**src/source/risc_isa_pkg.sv**
```systemverilog
package risc_isa_pkg;

   // Opcode field, instruction bits 15:9
   typedef enum logic [6:0] {
      OP_ADD  = 7'h70,
      OP_SUB  = 7'h71,
      OP_CMP  = 7'h72,
      OP_MOV  = 7'h73,
      OP_SHL  = 7'h74,
      OP_SHR  = 7'h75,
      OP_INC  = 7'h76,
      OP_DEC  = 7'h77,
      OP_LD   = 7'h78,
      OP_STO  = 7'h79,
      OP_LDI  = 7'h7A,
      OP_HALT = 7'h7B,
      OP_JE   = 7'h7C,
      OP_JNE  = 7'h7D,
      OP_JC   = 7'h7E,
      OP_JMP  = 7'h7F
   } opcode_t;

   typedef enum logic [3:0] {
      ALU_PASS = 4'b0000,
      ALU_INC  = 4'b0010,
      ALU_DEC  = 4'b0011,
      ALU_ADD  = 4'b0100,
      ALU_SUB  = 4'b0101,
      ALU_SHR  = 4'b0110,
      ALU_SHL  = 4'b0111
   } alu_op_t;

   // Opcode states carry their status code in the low bits
   typedef enum logic [4:0] {
      ST_ADD     = 5'd0,
      ST_SUB     = 5'd1,
      ST_CMP     = 5'd2,
      ST_MOV     = 5'd3,
      ST_SHL     = 5'd4,
      ST_SHR     = 5'd5,
      ST_INC     = 5'd6,
      ST_DEC     = 5'd7,
      ST_LD      = 5'd8,
      ST_STO     = 5'd9,
      ST_LDI     = 5'd10,
      ST_HALT    = 5'd11,
      ST_JE      = 5'd12,
      ST_JNE     = 5'd13,
      ST_JC      = 5'd14,
      ST_JMP     = 5'd15,
      ST_RESET   = 5'd16,
      ST_FETCH   = 5'd17,
      ST_DECODE  = 5'd18,
      ST_ILLEGAL = 5'd31
   } cu_state_t;

   typedef struct packed {
      logic n;   // Result bit 15
      logic z;   // Result is zero
      logic c;   // Carry, borrow or shifted-out bit
   } flags_t;

endpackage

```
**src/source/risc_bus_pkg.sv**
```systemverilog
package risc_bus_pkg;

   localparam int WORD_W   = 16;
   localparam int ADDR_W   = 16;
   localparam int NUM_REGS = 8;

   // Register number width follows the register count
   localparam int REG_ADR_W = $clog2(NUM_REGS);

   typedef logic [WORD_W-1:0]    word_t;
   typedef logic [ADDR_W-1:0]    addr_t;
   typedef logic [REG_ADR_W-1:0] reg_adr_t;

endpackage

```
**src/source/risc_control_unit.sv**
```systemverilog
`timescale 1ns/1ns

module risc_control_unit (
   input  logic                   clk,
   input  logic                   reset,
   input  risc_bus_pkg::word_t    ir,
   input  risc_isa_pkg::flags_t   alu_flags,
   input  logic                   mem_done,
   output risc_bus_pkg::reg_adr_t w_adr,
   output risc_bus_pkg::reg_adr_t r_adr,
   output risc_bus_pkg::reg_adr_t s_adr,
   output logic                   adr_sel,
   output logic                   s_sel,
   output logic                   pc_ld,
   output logic                   pc_inc,
   output logic                   pc_sel,
   output logic                   ir_ld,
   output logic                   rw_en,
   output logic                   mem_start,
   output logic                   mem_we,
   output risc_isa_pkg::alu_op_t  alu_op,
   output logic [7:0]             status
);

   import risc_isa_pkg::*;

   cu_state_t state;
   cu_state_t next_state;
   flags_t    flags;       // Present flags
   logic      flags_ld;    // Take ALU flags at end of state
   opcode_t   opcode;

   assign opcode = opcode_t'(ir[15:9]);

   always_ff @(posedge clk or posedge reset) begin
      if (reset) begin
         state <= ST_RESET;
         flags <= '0;
      end else begin
         state <= next_state;
         if (flags_ld)
            flags <= alu_flags;
      end
   end

   always_comb begin
      w_adr      = '0;
      r_adr      = '0;
      s_adr      = '0;
      adr_sel    = 1'b0;   // Bus address from PC
      s_sel      = 1'b0;   // Write-back from ALU
      pc_ld      = 1'b0;
      pc_inc     = 1'b0;
      pc_sel     = 1'b0;
      ir_ld      = 1'b0;
      rw_en      = 1'b0;
      mem_start  = 1'b0;
      mem_we     = 1'b0;
      alu_op     = ALU_PASS;
      flags_ld   = 1'b0;
      status     = {flags, state};
      next_state = ST_FETCH;

      case (state)
         ST_RESET: status = 8'hFF;

         ST_FETCH: begin
            // IR <- M[PC] and PC <- PC + 1 once the read completes
            status    = 8'h80;
            mem_start = 1'b1;
            ir_ld     = mem_done;
            pc_inc    = mem_done;
            if (mem_done)
               next_state = ST_DECODE;
            else
               next_state = ST_FETCH;
         end

         ST_DECODE: begin
            status = 8'hC0;
            case (opcode)
               OP_ADD:  next_state = ST_ADD;
               OP_SUB:  next_state = ST_SUB;
               OP_CMP:  next_state = ST_CMP;
               OP_MOV:  next_state = ST_MOV;
               OP_SHL:  next_state = ST_SHL;
               OP_SHR:  next_state = ST_SHR;
               OP_INC:  next_state = ST_INC;
               OP_DEC:  next_state = ST_DEC;
               OP_LD:   next_state = ST_LD;
               OP_STO:  next_state = ST_STO;
               OP_LDI:  next_state = ST_LDI;
               OP_HALT: next_state = ST_HALT;
               OP_JE:   next_state = ST_JE;
               OP_JNE:  next_state = ST_JNE;
               OP_JC:   next_state = ST_JC;
               OP_JMP:  next_state = ST_JMP;
               default: next_state = ST_ILLEGAL;
            endcase
         end

         ST_ADD, ST_SUB, ST_CMP: begin
            // R[ir8:6] <- R[ir5:3] op R[ir2:0]
            w_adr    = ir[8:6];
            r_adr    = ir[5:3];
            s_adr    = ir[2:0];
            alu_op   = (state == ST_ADD) ? ALU_ADD : ALU_SUB;
            rw_en    = (state != ST_CMP);   // CMP only sets flags
            flags_ld = 1'b1;
         end

         ST_MOV, ST_SHL, ST_SHR, ST_INC, ST_DEC: begin
            // R[ir8:6] <- op R[ir2:0]
            w_adr    = ir[8:6];
            s_adr    = ir[2:0];
            rw_en    = 1'b1;
            flags_ld = (state != ST_MOV);
            case (state)
               ST_SHL:  alu_op = ALU_SHL;
               ST_SHR:  alu_op = ALU_SHR;
               ST_INC:  alu_op = ALU_INC;
               ST_DEC:  alu_op = ALU_DEC;
               default: alu_op = ALU_PASS;
            endcase
         end

         ST_LD: begin
            w_adr     = ir[8:6];
            r_adr     = ir[2:0];   // Address register
            adr_sel   = 1'b1;
            s_sel     = 1'b1;
            mem_start = 1'b1;
            rw_en     = mem_done;
            if (!mem_done)
               next_state = ST_LD;
         end

         ST_STO: begin
            // M[R[ir8:6]] <- R[ir2:0]
            r_adr     = ir[8:6];
            s_adr     = ir[2:0];
            adr_sel   = 1'b1;
            mem_start = 1'b1;
            mem_we    = 1'b1;
            if (!mem_done)
               next_state = ST_STO;
         end

         ST_LDI: begin
            // Immediate word follows the instruction
            w_adr     = ir[8:6];
            s_sel     = 1'b1;
            mem_start = 1'b1;
            rw_en     = mem_done;
            pc_inc    = mem_done;
            if (!mem_done)
               next_state = ST_LDI;
         end

         ST_JE:  pc_ld = flags.z;
         ST_JNE: pc_ld = !flags.z;
         ST_JC:  pc_ld = flags.c;

         ST_JMP: begin
            s_adr  = ir[2:0];      // Absolute target register
            pc_sel = 1'b1;
            pc_ld  = 1'b1;
         end

         ST_HALT: next_state = ST_HALT;

         default: begin
            status     = 8'hF0;   // Illegal opcode, stays here
            next_state = ST_ILLEGAL;
         end
      endcase
   end

endmodule

```
**src/source/risc_execution_unit.sv**
```systemverilog
`timescale 1ns/1ns

module risc_execution_unit #(
   parameter risc_bus_pkg::addr_t reset_pc = '0
) (
   input  logic                   clk,
   input  logic                   reset,
   input  risc_bus_pkg::reg_adr_t w_adr,
   input  risc_bus_pkg::reg_adr_t r_adr,
   input  risc_bus_pkg::reg_adr_t s_adr,
   input  logic                   adr_sel,
   input  logic                   s_sel,
   input  logic                   pc_ld,
   input  logic                   pc_inc,
   input  logic                   pc_sel,
   input  logic                   ir_ld,
   input  logic                   rw_en,
   input  risc_isa_pkg::alu_op_t  alu_op,
   input  risc_bus_pkg::word_t    rdata,
   output risc_bus_pkg::word_t    ir,
   output risc_isa_pkg::flags_t   alu_flags,
   output risc_bus_pkg::addr_t    bus_adr,
   output risc_bus_pkg::word_t    bus_wdata
);

   import risc_isa_pkg::*;
   import risc_bus_pkg::*;

   word_t regs [NUM_REGS];
   addr_t pc;
   word_t r_data;          // R[r_adr]
   word_t s_data;          // R[s_adr]
   word_t alu_y;
   logic  alu_c;
   word_t wb_data;
   addr_t pc_target;

   assign r_data = regs[r_adr];
   assign s_data = regs[s_adr];

   // Single-operand ops act on R[s_adr]
   always_comb begin
      alu_c = 1'b0;
      case (alu_op)
         ALU_INC: {alu_c, alu_y} = {1'b0, s_data} + 17'd1;
         ALU_DEC: {alu_c, alu_y} = {1'b0, s_data} - 17'd1;   // Borrow at zero
         ALU_ADD: {alu_c, alu_y} = {1'b0, r_data} + {1'b0, s_data};
         ALU_SUB: {alu_c, alu_y} = {1'b0, r_data} - {1'b0, s_data};
         ALU_SHR: {alu_y, alu_c} = {1'b0, s_data};   // Bit 0 out to carry
         ALU_SHL: {alu_c, alu_y} = {s_data, 1'b0};   // Bit 15 out to carry
         default: alu_y = s_data;                    // MOV
      endcase
   end

   assign alu_flags = {alu_y[15], ~|alu_y, alu_c};

   assign wb_data = s_sel ? rdata : alu_y;

   always_ff @(posedge clk) begin
      if (rw_en)
         regs[w_adr] <= wb_data;
      if (ir_ld)
         ir <= rdata;
   end

   // Relative branch from the already incremented PC, or JMP register
   assign pc_target = pc_sel ? s_data : pc + {{8{ir[7]}}, ir[7:0]};

   always_ff @(posedge clk or posedge reset) begin
      if (reset)
         pc <= reset_pc;
      else if (pc_ld)
         pc <= pc_target;
      else if (pc_inc)
         pc <= pc + 16'd1;
   end

   assign bus_adr   = adr_sel ? r_data : pc;
   assign bus_wdata = s_data;   // Store data

endmodule

```
**src/source/risc_bus_port.sv**
```systemverilog
`timescale 1ns/1ns

module risc_bus_port (
   input  logic                clk,
   input  logic                reset,
   input  logic                mem_start,
   input  logic                mem_we,
   input  risc_bus_pkg::addr_t bus_adr,
   input  risc_bus_pkg::word_t bus_wdata,
   output logic                mem_done,
   output risc_bus_pkg::word_t rdata,
   output logic                mem_req,
   output logic                mem_wr,
   output risc_bus_pkg::addr_t mem_adr,
   output risc_bus_pkg::word_t mem_wdata,
   input  risc_bus_pkg::word_t mem_rdata,
   input  logic                mem_ack
);

   typedef enum logic [1:0] {
      IDLE,
      WAIT_ACK_HI,
      WAIT_ACK_LO
   } port_state_t;

   port_state_t state;
   logic        launch;    // New transfer this cycle
   logic        capture;   // First cycle ack seen

   // Skip the done cycle so a held start does not retrigger
   assign launch  = (state == IDLE) && mem_start && !mem_done && !mem_ack;
   assign capture = (state == WAIT_ACK_HI) && mem_ack;

   always_ff @(posedge clk or posedge reset) begin
      if (reset) begin
         state    <= IDLE;
         mem_req  <= 1'b0;
         mem_wr   <= 1'b0;
         mem_done <= 1'b0;
      end else begin
         mem_done <= 1'b0;
         case (state)
            IDLE: begin
               if (launch) begin
                  mem_req <= 1'b1;
                  mem_wr  <= mem_we;
                  state   <= WAIT_ACK_HI;
               end
            end
            WAIT_ACK_HI: begin
               if (capture) begin
                  mem_req <= 1'b0;
                  state   <= WAIT_ACK_LO;
               end
            end
            WAIT_ACK_LO: begin
               if (!mem_ack) begin
                  mem_done <= 1'b1;   // One-cycle pulse
                  state    <= IDLE;
               end
            end
            default: state <= IDLE;
         endcase
      end
   end

   always_ff @(posedge clk) begin
      if (launch) begin
         mem_adr   <= bus_adr;
         mem_wdata <= bus_wdata;
      end
      if (capture)
         rdata <= mem_rdata;
   end

endmodule

```
**src/source/risc_cpu.sv**
```systemverilog
`timescale 1ns/1ns

module risc_cpu #(
   parameter risc_bus_pkg::addr_t reset_pc = '0   // First fetch address
) (
   input  logic                clk,
   input  logic                reset,
   output logic                mem_req,
   output logic                mem_wr,
   output risc_bus_pkg::addr_t mem_adr,
   output risc_bus_pkg::word_t mem_wdata,
   input  risc_bus_pkg::word_t mem_rdata,
   input  logic                mem_ack,
   output logic [7:0]          status
);

   import risc_isa_pkg::*;
   import risc_bus_pkg::*;

   reg_adr_t w_adr;
   reg_adr_t r_adr;
   reg_adr_t s_adr;
   logic     adr_sel;
   logic     s_sel;
   logic     pc_ld;
   logic     pc_inc;
   logic     pc_sel;
   logic     ir_ld;
   logic     rw_en;
   alu_op_t  alu_op;
   word_t    ir;
   flags_t   alu_flags;
   logic     mem_start;
   logic     mem_we;
   logic     mem_done;
   addr_t    bus_adr;
   word_t    bus_wdata;
   word_t    rdata;

   risc_control_unit u_cu (
      .clk       (clk),
      .reset     (reset),
      .ir        (ir),
      .alu_flags (alu_flags),
      .mem_done  (mem_done),
      .w_adr     (w_adr),
      .r_adr     (r_adr),
      .s_adr     (s_adr),
      .adr_sel   (adr_sel),
      .s_sel     (s_sel),
      .pc_ld     (pc_ld),
      .pc_inc    (pc_inc),
      .pc_sel    (pc_sel),
      .ir_ld     (ir_ld),
      .rw_en     (rw_en),
      .mem_start (mem_start),
      .mem_we    (mem_we),
      .alu_op    (alu_op),
      .status    (status)
   );

   risc_execution_unit #(
      .reset_pc (reset_pc)
   ) u_eu (
      .clk       (clk),
      .reset     (reset),
      .w_adr     (w_adr),
      .r_adr     (r_adr),
      .s_adr     (s_adr),
      .adr_sel   (adr_sel),
      .s_sel     (s_sel),
      .pc_ld     (pc_ld),
      .pc_inc    (pc_inc),
      .pc_sel    (pc_sel),
      .ir_ld     (ir_ld),
      .rw_en     (rw_en),
      .alu_op    (alu_op),
      .rdata     (rdata),
      .ir        (ir),
      .alu_flags (alu_flags),
      .bus_adr   (bus_adr),
      .bus_wdata (bus_wdata)
   );

   risc_bus_port u_port (
      .clk       (clk),
      .reset     (reset),
      .mem_start (mem_start),
      .mem_we    (mem_we),
      .bus_adr   (bus_adr),
      .bus_wdata (bus_wdata),
      .mem_done  (mem_done),
      .rdata     (rdata),
      .mem_req   (mem_req),
      .mem_wr    (mem_wr),
      .mem_adr   (mem_adr),
      .mem_wdata (mem_wdata),
      .mem_rdata (mem_rdata),
      .mem_ack   (mem_ack)
   );

endmodule

```
**config.mk**
```make
export PLATFORM = sky130hd
export DESIGN_NAME = risc_cpu
export DESIGN_NICKNAME = d
export VERILOG_FILES = /design/src/source/risc_isa_pkg.sv /design/src/source/risc_bus_pkg.sv /design/src/source/risc_control_unit.sv /design/src/source/risc_execution_unit.sv /design/src/source/risc_bus_port.sv /design/src/source/risc_cpu.sv
export SDC_FILE = /design/constraint.sdc
export NUM_CORES = 1
export LEC_CHECK = 0
export BUFFER_PORTS_ARGS = -buffer_cell sky130_fd_sc_hd__buf_4
export CAP_MARGIN = 25
export CORE_AREA = 2 2 246 200
export CTS_CLUSTER_DIAMETER = 40
export DETAILED_ROUTE_END_ITERATION = 8
export DIE_AREA = 0 0 248 202
export GPL_TIMING_DRIVEN = 0
export HOLD_SLACK_MARGIN = 0.06
export MAX_ROUTING_LAYER = met4
export PLACE_DENSITY = 0.52
export SLEW_MARGIN = 25
export SYNTH_ARGS = -nofsm -noshare
export SYNTH_HDL_FRONTEND = slang
export SYNTH_HIERARCHICAL = 1
export SYNTH_SLANG_ARGS = --single-unit
```
**constraint.sdc**
```tcl
create_clock -name clk -period 7.8 [get_ports clk]
set_input_delay 0.39 -clock clk [delete_from_list [all_inputs] [get_ports clk]]
set_output_delay 0.39 -clock clk [all_outputs]
set_load 0.05 [all_outputs]
```
==> run metrics <==
Power Density=163.2 nW/um2; Core Area=47660 um2; Fmax=133.0 MHz; DRT Wirelength=49720 um; Antenna Violating Nets Remaining=0; Vias=11410; drt drc=0; Combinational Power Share=1.7%; TritonCTS clock tree=yes; largest net degree at the start of global routing=36; YS warnings=6; RSZ-0062 raised after global routing=false; Avg Cell Area, Syn=11.79 um2; final setup TNS=0 ns; Sequential Area=6492 um2; DR WL/cell=25.15 um; Slew @ Worst Pin=1.049 ns; Rel. slew slack=28.10%; Clock Power Share=51.7%; clk slew on worst S/H paths=0.06 ns; switch share=22.07%; H-tree levels=1; die width=248 um; number of flops mapped to enable cells by yosys=192; Chip Height=202 um; startpoint types=flip-flop; Non-Filler Instances=1977; drt first-iter violations=1447; Int Pwr=2.141 mW; commonest non-fill, non-tap cell in the layout=edfxtp_1; initial antenna violation count=2; HP Class=in -> async; hold_ws=0.2858 ns; count of cell types in the netlist=96; outcome=finished clean; Cells after DPL=1900; Max Buffers Root-to-Sink=3; WP data arrival=8.04 ns; drt pass-1 iters=5; top post-synthesis cells by area=edfxtp_1, mux4_2, dfrtp_1; vias per inst=5.773; Starting Density=29.73%; final setup violation count=0; multi-input logic area=7237 um2; Syn Nets=1275; fraction of registers with async set/reset=13.12%; kind of critical path=reg -> reg; # Max-Cap Violations=0; minimum clock period after layout=7.521 ns; leak pwr=5.759 nW; R2R setup slack=0.28 ns; Synth Register Bits=221; first-pass GRT wire length=73620 um; HPWL after DPL=37340 um; final hold viol count=0; root buf cell=clkbuf_16; share of layout cells above drive strength 1=23.18%; Place WS=0.01295 ns; vias in the first global route=11050; # IOs=61; sequential share of power=46.6%; area grow syn2layout=18.83%; WP data required=8.32 ns; Sinks on Clock Net=221; total gr overflow=0; commonest non-fill, non-tap cells in the layout=edfxtp_1, nand2_1, nor2_1, buf_4, mux4_2; nets@finish=1395; Worst Skew=0.009377 ns; CTS Buf Count=31; Yosys top cell by area=edfxtp_1; Synth Flop Type=edfxtp_1; DIE AREA=50100 um2; I/O Buffers=60; Core Rows=72; Gate Count Post-Synth=1202; final core utilization=35.32%; Slew Limit Fails=0; Mapped Area=14170 um2; net switching power=0.6063 mW; routability cong.=0.9852; critical path fanouts, max=10; fin crit share=96.43%; Total GRT Usage=20.31%; Skew-Pair Late Insertion Delay=0.59 ns; post-synthesis sequential area ratio=45.83%; area share of the leading cell type in the synthesized netlist=40.70%; CP Capture Type=flip-flop; Final WS setup=0.2786 ns; Fillers=4685; Setup Buffers After CTS=0; peak supply drop=0.1743 mV
-- final timing paths --
path	start	cells after the start	end
setup / recovery	u_cu/state[1]	23	u_cu/flags[1]
hold / removal	reset	3	u_port/mem_req
setup reg to reg	u_cu/state[1]	23	u_cu/flags[1]
hold reg to reg	u_port/rdata[7]	0	u_eu/ir[7]
max in group asynchronous	reset	3	u_eu/pc[10]
min in group clk	u_port/rdata[7]	0	u_eu/ir[7]
-- registers in the layout, summed over array words and instances (netlist names), 3 cells and up --
signal and flops:
u_eu/ir 16, u_port/mem_wdata 16, u_eu/pc 16, u_cu/state 5, u_eu/regs 128, u_port/mem_adr 16, u_cu/flags 3, u_port/rdata 16
-- layer usage --
| metal | up-vias | share of wire (%) | track usage (%) |
|---|---|---|---|
| li1 | 4949 | - | - |
| met2 | 566 | 42 | 28.64 |
| met5 | - | 0 | - |
| met1 | 5811 | 46 | 29.49 |
| met3 | 88 | 9.1 | 3.944 |
| met4 | 0 | 3.0 | 5.646 |
-- stage by stage --
stage                     cell area, um2  power [mW]
final                              16830       2.748
after global routing               16830       2.832
after CTS                          16820       2.779
after detailed placement           15580       1.343
after global placement             15400       1.343
after floorplan                    14170       1.326
-- logic make-up (layout without fill, tap and decap cells) --
logic type	after synthesis	in the layout	share of synthesized area, %
XOR/XNOR	46	46	2.844
multiplexers	135	135	16.28
AO/OA/AOI/OAI	265	265	12.68
buffers and inverters	112	256	3.648
adder cells (fa/ha/maj)	54	54	4.928
other	1	3	0.02647
flip-flops	221	221	45.83
AND/OR/NAND/NOR	368	368	13.76
-- power groups by stage --
stage          registers [mW]  logic, mW  clock network (mW)
2_1_floorplan            1.31     0.0184                   0
5_1_grt                  1.28     0.0508                1.50
3_5_place_dp             1.30     0.0392                   0
3_3_place_gp             1.30     0.0387                   0
6_report                 1.28     0.0462                1.42
4_1_cts                  1.28     0.0465                1.45
-- layout make-up --
class                   count  area share (%)
diodes                      2         0.02973
plain buffers              68           2.096
repair buffers             87           4.378
multi-input cells         869           42.99
clock buffers              31           4.608
inverters                  44          0.9960
flip-flops and latches    221           38.57
clock inverters            26           1.658
well taps                 629           4.675
-- critical path, cell delays in order, from the launching register on --
cell and delay (ns):
dfrtp_1 0.48, buf_4 0.24, xnor2_1 0.13, a21boi_1 0.15, nor3b_1 0.68, buf_2 0.41, buf_6 0.22, buf_6 0.17
mux4_2 0.29, mux2_2 0.44, inv_1 0.32, ha_1 0.19, clkbuf_1 0.37, nor3_1 0.12, a2111oi_1 0.88, o31ai_1 0.16
mux2i_1 0.18, nand3_1 0.17, a211oi_2 0.53, nand4_1 0.19, nor4_2 0.26, nand3b_1 0.15, nor4_2 0.46, mux2_2 0.26
-- synth_stat cells (16+ instances only) --
cell      number
mux4_2        63
nand2_1       79
xnor2_1       29
and3_1        16
inv_1         35
mux2i_1       20
o211ai_1      18
mux2_2        40
o21ai_0       50
nand3_1       33
o22ai_1       23
nor2b_1       17
dfrtp_1       28
edfxtp_1     192
a21oi_1       41
xor2_1        17
nand4_1       24
nor2_1        84
ha_1          51
clkbuf_1      34
nor3_1        31
-- timing repair --
action | in CTS | in global routing
endpoints found under the hold margin | 47 | 0
resized for setup | 1 | 3
hold buffers | 18 | 0
setup endpoints to repair | 1 | 9
Note: power is estimated with default switching activity, not from simulation.
